==> config.mk <==
export PLATFORM = sky130hd
export DESIGN_NAME = profiler_top
export DESIGN_NICKNAME = d
export VERILOG_FILES = /design/src/rv_branch_pkg.sv /design/src/prof_types_pkg.sv /design/src/branch_profiler_table.sv /design/src/table_read_arbiter.sv /design/src/profiler_query_unit.sv /design/src/hot_branch_scanner.sv /design/src/profiler_top.sv
export SDC_FILE = /design/constraint.sdc
export NUM_CORES = 1
export LEC_CHECK = 0
export ABC_AREA = 1
export BUFFER_PORTS_ARGS = -buffer_cell sky130_fd_sc_hd__buf_2
export CORE_UTILIZATION = 30
export CTS_BUF_LIST = sky130_fd_sc_hd__clkbuf_16
export DETAILED_ROUTE_END_ITERATION = 8
export GPL_ROUTABILITY_DRIVEN = 0
export HOLD_SLACK_MARGIN = 0.06
export MAX_ROUTING_LAYER = met4
export SLEW_MARGIN = 20
export SYNTH_ARGS = -nofsm -noshare
export SYNTH_HDL_FRONTEND = slang
export SYNTH_SLANG_ARGS = --single-unit
==> constraint.sdc <==
create_clock -name clk -period 7.8 [get_ports clk]
set_input_delay 1.17 -clock clk [delete_from_list [all_inputs] [get_ports clk]]
set_output_delay 1.17 -clock clk [all_outputs]
set_load 0.1 [all_outputs]
==> src/rv_branch_pkg.sv <==
package rv_branch_pkg;

    localparam int XLEN = 32;

    // One report from the branch unit
    typedef struct packed {
        logic issue;
        logic taken;
        logic [XLEN-1:0] pc;
        logic signed [20:0] offset;
    } branch_event_t;

    // Writeback toward the core
    typedef struct packed {
        logic done;
        logic [3:0] id;
        logic [XLEN-1:0] rd;
    } wb_resp_t;

endpackage

==> src/prof_types_pkg.sv <==
package prof_types_pkg;

    localparam int ENTRY_IDX_W = 8;
    localparam int COUNT_MAX_W = 16;

    typedef struct packed {
        logic [rv_branch_pkg::XLEN-1:0] pc;
        logic valid;
        logic [COUNT_MAX_W-1:0] count;
    } prof_entry_t;

    typedef enum logic [1:0] {
        FIELD_BRANCH_ADDR = 2'd0,
        FIELD_ENTRY_VALID = 2'd1,
        FIELD_TAKEN_COUNT = 2'd2
    } prof_field_e;

    typedef struct packed {
        logic op;
        prof_field_e field;
        logic [4:0] pad;
        logic [ENTRY_IDX_W-1:0] index;
    } prof_rd_cmd_t;

    typedef struct packed {
        logic op;
        logic [14:0] pad;
    } prof_lock_cmd_t;

    // Top bit is 0 for a read and 1 for a lock toggle
    typedef union packed {
        prof_rd_cmd_t rd;
        prof_lock_cmd_t lock;
    } prof_cmd_u;

    typedef struct packed {
        logic new_request;
        logic [3:0] id;
        prof_cmd_u cmd;
    } prof_query_t;

    typedef struct packed {
        logic valid;
        logic [ENTRY_IDX_W-1:0] index;
    } tbl_rd_req_t;

endpackage

==> src/branch_profiler_table.sv <==
module branch_profiler_table #(
    parameter int NUM_ENTRIES = 8,
    parameter int COUNT_W = 4,
    parameter int SBB_MAX_OFFSET = -64,
    parameter int TAKEN_THRESHOLD = 12
) (
    input logic clk,
    input logic rst,
    input rv_branch_pkg::branch_event_t branch,
    input logic lock,
    input logic [prof_types_pkg::ENTRY_IDX_W-1:0] rd_index,
    output prof_types_pkg::prof_entry_t rd_entry,
    output logic profiler_exception
);
    import rv_branch_pkg::*;
    import prof_types_pkg::*;

    localparam int IDX_W = (NUM_ENTRIES > 1) ? $clog2(NUM_ENTRIES) : 1;
    localparam logic [COUNT_W:0] THRESH = (COUNT_W + 1)'(TAKEN_THRESHOLD);

    logic [XLEN-1:0] pc_q [NUM_ENTRIES];
    logic [NUM_ENTRIES-1:0] valid_q;
    logic [COUNT_W-1:0] count_q [NUM_ENTRIES];
    logic [COUNT_W-1:0] next_count [NUM_ENTRIES];

    logic candidate;
    logic sbb;
    logic [NUM_ENTRIES-1:0] match;
    logic [NUM_ENTRIES-1:0] saturated;
    logic halve;
    logic alloc;

    logic any_invalid;
    logic [IDX_W-1:0] first_invalid;
    logic [IDX_W-1:0] min_idx;
    logic [COUNT_W-1:0] min_count;
    logic [IDX_W-1:0] victim;

    logic [NUM_ENTRIES-1:0] thr;
    logic [NUM_ENTRIES-1:0] thr_q;

    assign candidate = branch.issue && branch.taken && !lock;

    // Short backward branch
    assign sbb = ($signed(branch.offset) < 0) && ($signed(branch.offset) > SBB_MAX_OFFSET);

    always_comb begin
        for (int i = 0; i < NUM_ENTRIES; i++) begin
            match[i] = candidate && valid_q[i] && (pc_q[i] == branch.pc);
            saturated[i] = &count_q[i];
        end
    end

    // A hit on a full counter halves the whole table first
    assign halve = |(match & saturated);

    always_comb begin
        for (int i = 0; i < NUM_ENTRIES; i++) begin
            if (halve) begin
                next_count[i] = (count_q[i] >> 1) + COUNT_W'(match[i]);
            end else begin
                next_count[i] = count_q[i] + COUNT_W'(match[i]);
            end
        end
    end

    assign alloc = candidate && sbb && !(|match);

    // Lowest invalid slot
    always_comb begin
        any_invalid = 1'b0;
        first_invalid = '0;
        for (int i = 0; i < NUM_ENTRIES; i++) begin
            if (!valid_q[i] && !any_invalid) begin
                any_invalid = 1'b1;
                first_invalid = IDX_W'(i);
            end
        end
    end

    // Smallest count with the lowest index winning ties
    always_comb begin
        min_idx = '0;
        min_count = count_q[0];
        for (int i = 1; i < NUM_ENTRIES; i++) begin
            if (count_q[i] < min_count) begin
                min_count = count_q[i];
                min_idx = IDX_W'(i);
            end
        end
    end

    assign victim = any_invalid ? first_invalid : min_idx;

    always_ff @(posedge clk) begin
        if (rst) begin
            valid_q <= '0;
            for (int i = 0; i < NUM_ENTRIES; i++) begin
                pc_q[i] <= '0;
                count_q[i] <= '0;
            end
        end else begin
            for (int i = 0; i < NUM_ENTRIES; i++) begin
                if (alloc && (victim == IDX_W'(i))) begin
                    pc_q[i] <= branch.pc;
                    valid_q[i] <= 1'b1;
                    count_q[i] <= COUNT_W'(1);
                end else begin
                    count_q[i] <= next_count[i];
                end
            end
        end
    end

    // Shared read port
    always_comb begin
        rd_entry = '0;
        for (int i = 0; i < NUM_ENTRIES; i++) begin
            if (rd_index == ENTRY_IDX_W'(i)) begin
                rd_entry.pc = pc_q[i];
                rd_entry.valid = valid_q[i];
                rd_entry.count = COUNT_MAX_W'(count_q[i]);
            end
        end
    end

    always_comb begin
        for (int i = 0; i < NUM_ENTRIES; i++) begin
            thr[i] = {1'b0, count_q[i]} >= THRESH;
        end
    end

    // Rising threshold flag that never fires two cycles in a row
    always_ff @(posedge clk) begin
        if (rst) begin
            thr_q <= '0;
            profiler_exception <= 1'b0;
        end else begin
            thr_q <= thr;
            profiler_exception <= (|(thr & ~thr_q)) && !profiler_exception;
        end
    end

endmodule

==> src/table_read_arbiter.sv <==
module table_read_arbiter #(
    parameter int NUM_ENTRIES = 8
) (
    input prof_types_pkg::tbl_rd_req_t cpu_rd,
    input prof_types_pkg::tbl_rd_req_t scan_rd,
    output logic cpu_grant,
    output logic scan_grant,
    output logic [prof_types_pkg::ENTRY_IDX_W-1:0] rd_index
);
    import prof_types_pkg::*;

    logic [ENTRY_IDX_W-1:0] sel_index;
    logic in_range;

    // CPU always wins the port
    assign cpu_grant = cpu_rd.valid;
    assign scan_grant = scan_rd.valid && !cpu_rd.valid;

    assign sel_index = cpu_rd.valid ? cpu_rd.index : scan_rd.index;
    assign in_range = sel_index < NUM_ENTRIES;

    // Out of range falls back to entry 0
    assign rd_index = in_range ? sel_index : '0;

endmodule

==> src/profiler_query_unit.sv <==
module profiler_query_unit #(
    parameter int NUM_ENTRIES = 8
) (
    input logic clk,
    input logic rst,
    input prof_types_pkg::prof_query_t query,
    input logic wb_ack,
    output logic query_ready,
    output rv_branch_pkg::wb_resp_t wb,
    output logic lock,
    output prof_types_pkg::tbl_rd_req_t cpu_rd,
    input prof_types_pkg::prof_entry_t rd_entry
);
    import rv_branch_pkg::*;
    import prof_types_pkg::*;

    logic accept;
    logic is_lock;
    logic waiting;
    logic lock_q;
    logic [3:0] id_q;
    logic [XLEN-1:0] rd_q;

    assign is_lock = query.cmd.lock.op;
    assign accept = query.new_request && !waiting;

    assign cpu_rd.valid = accept && !is_lock;
    assign cpu_rd.index = query.cmd.rd.index;

    // Request sets the flag and wins over a simultaneous ack
    always_ff @(posedge clk) begin
        if (rst) begin
            waiting <= 1'b0;
        end else if (accept) begin
            waiting <= 1'b1;
        end else if (wb_ack) begin
            waiting <= 1'b0;
        end
    end

    // Profiling starts locked
    always_ff @(posedge clk) begin
        if (rst) begin
            lock_q <= 1'b1;
        end else if (accept && is_lock) begin
            lock_q <= !lock_q;
        end
    end

    always_ff @(posedge clk) begin
        if (rst) begin
            id_q <= '0;
            rd_q <= '0;
        end else if (accept) begin
            id_q <= query.id;
            if (!is_lock) begin
                case (query.cmd.rd.field)
                    FIELD_BRANCH_ADDR: rd_q <= rd_entry.pc;
                    FIELD_ENTRY_VALID: rd_q <= XLEN'(rd_entry.valid);
                    FIELD_TAKEN_COUNT: rd_q <= XLEN'(rd_entry.count);
                    default: rd_q <= rd_q;
                endcase
            end
        end
    end

    assign query_ready = !waiting;
    assign wb = '{done: waiting, id: id_q, rd: rd_q};
    assign lock = lock_q;

endmodule

==> src/hot_branch_scanner.sv <==
module hot_branch_scanner #(
    parameter int NUM_ENTRIES = 8
) (
    input logic clk,
    input logic rst,
    input logic start,
    output prof_types_pkg::tbl_rd_req_t scan_rd,
    input logic scan_grant,
    input prof_types_pkg::prof_entry_t rd_entry,
    output logic hot_valid,
    output logic [prof_types_pkg::ENTRY_IDX_W-1:0] hot_index,
    output logic [rv_branch_pkg::XLEN-1:0] hot_pc
);
    import rv_branch_pkg::*;
    import prof_types_pkg::*;

    localparam logic [ENTRY_IDX_W-1:0] LAST_IDX = ENTRY_IDX_W'(NUM_ENTRIES - 1);

    logic busy;
    logic [ENTRY_IDX_W-1:0] idx_q;
    logic best_found;
    logic [COUNT_MAX_W-1:0] best_count;
    logic [ENTRY_IDX_W-1:0] best_idx;
    logic [XLEN-1:0] best_pc;
    logic better;

    assign scan_rd = '{valid: busy, index: idx_q};

    // Ties keep the first index since only a greater count replaces the best
    assign better = rd_entry.valid && (!best_found || (rd_entry.count > best_count));

    // Walk advances only on granted cycles
    always_ff @(posedge clk) begin
        if (rst) begin
            busy <= 1'b0;
            idx_q <= '0;
            hot_valid <= 1'b0;
        end else begin
            hot_valid <= 1'b0;
            if (!busy) begin
                if (start) begin
                    busy <= 1'b1;
                    idx_q <= '0;
                end
            end else if (scan_grant) begin
                if (idx_q == LAST_IDX) begin
                    busy <= 1'b0;
                    hot_valid <= 1'b1;
                end else begin
                    idx_q <= idx_q + 1'b1;
                end
            end
        end
    end

    // Best valid entry seen so far
    always_ff @(posedge clk) begin
        if (rst || (start && !busy)) begin
            best_found <= 1'b0;
            best_count <= '0;
            best_idx <= '0;
            best_pc <= '0;
        end else if (busy && scan_grant && better) begin
            best_found <= 1'b1;
            best_count <= rd_entry.count;
            best_idx <= idx_q;
            best_pc <= rd_entry.pc;
        end
    end

    assign hot_index = best_idx;
    assign hot_pc = best_pc;

endmodule

==> src/profiler_top.sv <==
module profiler_top #(
    parameter int NUM_ENTRIES = 8,
    parameter int COUNT_W = 4,
    parameter int SBB_MAX_OFFSET = -64,
    parameter int TAKEN_THRESHOLD = 12
) (
    input logic clk,
    input logic rst,
    input rv_branch_pkg::branch_event_t branch,
    input prof_types_pkg::prof_query_t query,
    input logic wb_ack,
    output logic query_ready,
    output rv_branch_pkg::wb_resp_t wb,
    output logic profiler_exception,
    output logic hot_valid,
    output logic [prof_types_pkg::ENTRY_IDX_W-1:0] hot_index,
    output logic [rv_branch_pkg::XLEN-1:0] hot_pc
);
    import prof_types_pkg::*;

    logic lock;
    tbl_rd_req_t cpu_rd;
    tbl_rd_req_t scan_rd;
    logic scan_grant;
    logic [ENTRY_IDX_W-1:0] rd_index;
    prof_entry_t rd_entry;

    branch_profiler_table #(
        .NUM_ENTRIES(NUM_ENTRIES),
        .COUNT_W(COUNT_W),
        .SBB_MAX_OFFSET(SBB_MAX_OFFSET),
        .TAKEN_THRESHOLD(TAKEN_THRESHOLD)
    ) u_table (
        .clk(clk),
        .rst(rst),
        .branch(branch),
        .lock(lock),
        .rd_index(rd_index),
        .rd_entry(rd_entry),
        .profiler_exception(profiler_exception)
    );

    // Query unit has fixed priority and needs no grant back
    table_read_arbiter #(
        .NUM_ENTRIES(NUM_ENTRIES)
    ) u_arb (
        .cpu_rd(cpu_rd),
        .scan_rd(scan_rd),
        .cpu_grant(),
        .scan_grant(scan_grant),
        .rd_index(rd_index)
    );

    profiler_query_unit #(
        .NUM_ENTRIES(NUM_ENTRIES)
    ) u_query (
        .clk(clk),
        .rst(rst),
        .query(query),
        .wb_ack(wb_ack),
        .query_ready(query_ready),
        .wb(wb),
        .lock(lock),
        .cpu_rd(cpu_rd),
        .rd_entry(rd_entry)
    );

    hot_branch_scanner #(
        .NUM_ENTRIES(NUM_ENTRIES)
    ) u_scan (
        .clk(clk),
        .rst(rst),
        .start(profiler_exception),
        .scan_rd(scan_rd),
        .scan_grant(scan_grant),
        .rd_entry(rd_entry),
        .hot_valid(hot_valid),
        .hot_index(hot_index),
        .hot_pc(hot_pc)
    );

endmodule

Word-level counts from Yosys, hierarchy flattened
Memory sizes are Yosys's and may differ from the RTL's. Cells that the tools add are included.

Bits in registers: 122. Latch bits: 0. Memory bits (writable): 288. Memory bits (read-only): 0. Input bits: 79. Word-level logic and storage cells: 337. Memories kept: 2.

Add/sub/neg operators: 17. Multiply operators: 0. Div/mod/pow operators: 0. $lt $le $gt $ge: 19. Equality and inequality tests: 27. Shift-type cells: 0. Multiplexer cells: 133. Bitwise logic cells: 30. Reduce and logical (&&, ||, !) cells: 88.

Memory list: u_table.pc_q (depth 8, width 32, read ports 8, clocked after Yosys merged registers in 0, write ports 8, line branch_profiler_table.sv:21) `logic [XLEN-1:0] pc_q [NUM_ENTRIES];`; u_table.count_q (depth 8, width 4, read ports 8, clocked after Yosys merged registers in 0, write ports 8, line branch_profiler_table.sv:23) `logic [COUNT_W-1:0] count_q [NUM_ENTRIES];`.

Operators by type and width (count): 49-bit two-way mux (8); 32-bit equality test (8); 32-bit two-way mux (8); 4-bit two-way mux (30); 32-bit case mux with 3 select lines (1); 1-bit two-way mux (67); 8-bit two-way mux (6); 1-bit logical AND (45); 8-bit by 3-bit equality test with 1-bit output, second input constant (5); 3-bit by 1-bit adder with 4-bit output (8); 4-bit by 1-bit adder with 4-bit output (8); 4-bit >= comparator, second input constant (8); 4-bit AND reduction (8); 4-bit less-than comparator (7); 3-bit two-way mux (9); 1-bit bitwise OR (24); 8-bit OR reduction (3); 21-bit by 7-bit > comparator with 1-bit output, second input constant (1); 1-bit logical NOT (21); 21-bit by 1-bit less-than comparator with 1-bit output, second input constant (1); 8-bit AND (2); 8-bit by 2-bit equality test with 1-bit output, second input constant (2); 16-bit > comparator (1); 3-bit equality test, second input constant (4); other kinds (20) (29).

Longest topological paths before layout
Depth in word-level cells: 29. Gate-level depth with buffers: 63. Gate-level depth less buffers: 62.

Modules after synthesis
Synthesis repeated with hierarchy kept, for this count alone.

Cell total of the unflattened synthesis: 3378. Area, all modules: 25634.6 µm².

By module, submodules not included: branch_profiler_table (times used 1, cells each 2538, area an instance 20100.5 µm²); hot_branch_scanner (times used 1, cells each 507, area an instance 3443.3 µm²); profiler_query_unit (times used 1, cells each 306, area an instance 1941.9 µm²); table_read_arbiter (times used 1, cells each 27, area an instance 148.9 µm²).

Worst setup path after synthesis
OpenSTA, ideal clock, no wires.

Path type: register to register. Start: memory u_table.count_q[1][3] (netlist: u_table.count_q[0][7]). End: memory u_table.pc_q[0][0] (enable). Arrival: 6.846 ns. Required time: 7.411 ns. Slack: 0.564 ns. Stages on the path, launching flop included: 56. Path through: edfxtp_1 ha_1 a21oi_2 nand2_4 o21ai_0 ha_1 inv_1 nor2_1 nand2_1 inv_1 nand2_2 nand2_4 o21ai_0 ha_1 inv_1 nor2_1 nand2_1 inv_1 [... 20 more ...] nand2_1 nand2_1 nand2_2 nand2_2 nand2_1 o21ai_0 ha_1 nand2_1 nand2_1 nand2_2 nand2_4 nand2_2 nand2_1 nand2_1 nor2_4 inv_2 buf_6 nand2_1.

RTL lines (line): start, declared (branch_profiler_table.sv:23); end, declared (branch_profiler_table.sv:21).

==> flow_metrics.py <==
metrics = {
    "route": {
        "vias": 22661,
        "vias_per_cell": 5.45,
        "firstDrtPassIters": 8,
        "drt_iter0_drc": 3386,
        "route.detailed.drc": 0,
        "wl_per_cell_um": 22.5,
        "ant_nets": 0,
        "wirelength_um": 93500,
    },
    "final_layout": {
        "fin_nets": 3219,
        "post-route-util_pct": 35.2,
        "regArea_um2": 10900,
        "syn2layout_area_growth_pct": 15.2,
        "layout-drive-gt1-share_pct": 11.4,
        "multi_input_area_um2": 10700,
        "n_fill_cell": 8037,
    },
    "timing": {
        "maxSlewHeadroom_pct": 30.6,
        "finalCritPeriodShare_pct": 91.1,
        "rsz0062_at_grt": "no",
        "setup_tns_ps": 0,
        "hold_viol": 0,
        "clock.fmax_mhz": 141,
        "maxSlewViolCount": 0,
        "setup_violations": 0,
        "clock_skew_ps": 20.6,
        "tightest_slew_ps": 1020,
        "post-route-min-period_ps": 7100,
    },
    "clock_tree": {
        "cts.clk_slew.worst_paths_ps": 70,
        "h-tree-depth": 2,
        "root_buffer": "clkbuf_16",
        "cts_tree": "built",
        "cts_buffer_depth": 3,
        "cts_buffers": 45,
        "clkLatencyLatePin_ps": 610,
        "clock_sinks": 398,
    },
    "logic_synthesis": {
        "synth_top_cell_area_share_pct": 37.0,
        "ys_types": 54,
        "yosysSeqAreaShare_pct": 46.4,
        "netlist_area_um2": 23400,
        "synth_area_leaders": "edfxtp_1, nand2_1, dfxtp_1, nor2_1, inv_1",
        "postSynthCellCount": 2939,
        "synth_edf_count": 288,
        "ys_ff_latch": 398,
        "synth_top_area_cell": "edfxtp_1",
        "postSynthAreaPerCell_um2": 7.95,
        "synth-async-reset-ratio_pct": 0,
        "ys_warn_count": 0,
        "synthFlopType": "edfxtp_1",
    },
    "global_routing": {
        "grt_pass1_wl_um": 134000,
        "antenna_found_initial": 2,
        "grt.total_usage_pct": 23.6,
        "grt_pass1_vias": 20515,
        "grt_max_degree": 49,
        "overflow": 0,
    },
    "die": {
        "die_area_um2": 79000,
        "die_h_um": 281,
        "die_x_um": 281,
        "initial_core_util_pct": 30.6,
        "top_level_ports": 159,
        "core_um2": 76500,
        "row_count": 101,
    },
    "placed_design": {
        "dp_hpwl_um": 72100,
        "port_buffers": 153,
    },
    "outcome": {
        "status": "complete, no violations",
    },
    "setup_path": {
        "cp_common_cell": "nand2_1",
        "end_kind": "flip-flop",
        "cp.arrival_ps": 7400,
        "crit_path_max_incr_delay_ps": 430,
        "required_ps": 8100,
        "worst-setup-path-type": "flip-flop to flip-flop",
        "slowest_stage": "edfxtp_1",
        "start_kind": "flip-flop",
        "crit_fanout": 16,
    },
    "flow_run": {
        "cap_violations": 0,
    },
    "pwr": {
        "p_leak_nw": 10.9,
        "powerDensity_nw_per_um2": 201,
        "vdd_drop_max_mv": 0.149,
    },
    "min_path": {
        "hp-class": "flip-flop to flip-flop",
    },
}
## routing by layer
layer	part of all wire (%)	GRT usage [%]	up-vias
li1	-	-	10258
met1	39	29.3	10572
met2	43	35.2	1491
met3	12	6.10	340
met4	6.3	12.3	0
met5	0	-	-
## where the power goes
part	total (mW)	switching [mW]	internal, mW
Sequential	2.43	0.0722	2.35
Combinational	0.893	0.662	0.231
Clock	2.09	0.937	1.15
## registers in the layout (all words and copies together), names as in the netlist, 8 cells and up
| register | cells |
|---|---|
| u_scan.hot_pc | 32 |
| u_table.thr_q | 8 |
| u_table.valid_q | 8 |
| u_query.rd_q | 32 |
| u_scan.idx_q | 8 |
| u_scan.hot_index | 8 |
| u_table.pc_q | 256 |
| u_table.count_q | 32 |
## placed cells by master, fill, tap and decap left out, types with 47 or more instances in the layout
cell type / netlist / final
nor2_1: 473 / 469
xor2_1: 49 / 49
ha_1: 47 / 47
nand2_1: 617 / 612
buf_2: 4 / 152
nor4_1: 53 / 53
inv_1: 368 / 379
o21ai_0: 92 / 84
edfxtp_1: 288 / 288
a21oi_1: 118 / 115
clkbuf_16: 0 / 47
nand4_1: 103 / 103
nor3_1: 64 / 64
nand3_1: 102 / 102
dfxtp_1: 110 / 110
## synth_stat cells (3+ instances only)
cell type	number
nand2_4	6
or4_1	9
nand2_1	617
a21boi_0	3
ha_1	47
xnor2_1	28
a31oi_1	3
buf_1	3
xor2_1	49
nor2_1	473
a2111o_1	3
nand4_1	103
o211ai_1	13
buf_6	13
buf_2	4
o22ai_1	28
inv_2	4
nor2_4	3
inv_1	368
nand3_1	102
o21ai_0	92
nor4b_1	11
edfxtp_1	288
dfxtp_1	110
a2111oi_0	12
a21oi_1	118
mux2i_1	4
nand2_2	17
a221oi_1	24
nand3b_1	5
clkbuf_1	103
a211oi_1	12
buf_4	3
nor3b_1	9
o221ai_1	20
o2111ai_1	45
a32oi_1	7
nor4_1	53
or2_2	43
nor3_1	64
## final cells by class
cell class	count	area share (%)
Timing Repair Buffer	202	4.78
Sequential cell	398	40.3
Clock buffer	45	4.18
Multi-Input combinational cell	2072	39.7
Inverter	374	5.21
Antenna cell	1	0.00929
Tap cell	1030	4.78
Clock inverter	37	1.04
## critical path: cells and delay by family (launching register included)
kind / cells / cell delay (ps)
AND/OR/NAND/NOR: 36 / 2830
adder cells (fa/ha/maj): 7 / 1890
AO/OA/AOI/OAI: 6 / 660
flip-flops: 1 / 430
buffers and inverters: 13 / 970
## final timing paths
kind,startpoint,to,slack (ps),cells past startpoint
worst max-delay path,u_table.count_q[0][3]$_SDFFCE_PN0P_,u_table.pc_q[0][29]$_SDFFCE_PN0P_,700,62
worst min-delay path,u_scan.hot_pc[21]$_SDFFE_PP0P_,u_scan.hot_pc[21]$_SDFFE_PP0P_,460,2
worst max register to register,u_table.count_q[0][3]$_SDFFCE_PN0P_,u_table.pc_q[0][29]$_SDFFCE_PN0P_,700,62
worst min register to register,u_scan.hot_pc[21]$_SDFFE_PP0P_,u_scan.hot_pc[21]$_SDFFE_PP0P_,460,2
## stage by stage
stage | area (um^2) | hold slack, ps | power (mW) | std cells | worst slack [ps]
after floorplan | 23500 | 430 | 2.98 | 2970 | 564
after global placement | 25500 | 449 | 3.32 | 4074 | 126
after detailed placement | 25500 | 453 | 3.32 | 4074 | 163
after CTS | 26900 | 461 | 5.37 | 4156 | 118
after global routing | 26900 | 482 | 5.55 | 4159 | 29.0
final | 26900 | 460 | 5.41 | 4159 | 698
## what timing repair did
item                                    4_1_cts  5_1_grt
endpoints found under the setup margin        0      480
hold buffers                                  0        0
resized for setup                             0       13
buffers inserted                              0        0
## logic make-up (layout without fill, tap and decap cells)
family                     after synthesis  in the layout  synth area share [%]
and+or+nand+nor                       1520           1520                  28.6
buffers and inverters                  500            658                  8.52
DFF                                    398            398                  46.4
AOI/OAI and AO/OA                      392            392                  10.9
xor gates and xnor gates                77             77                  2.89
adders and majority gates               47             47                  2.52
muxes                                    4              4                 0.171
other                                    1             33                0.0160
Note: power is estimated with default switching activity, not from simulation.
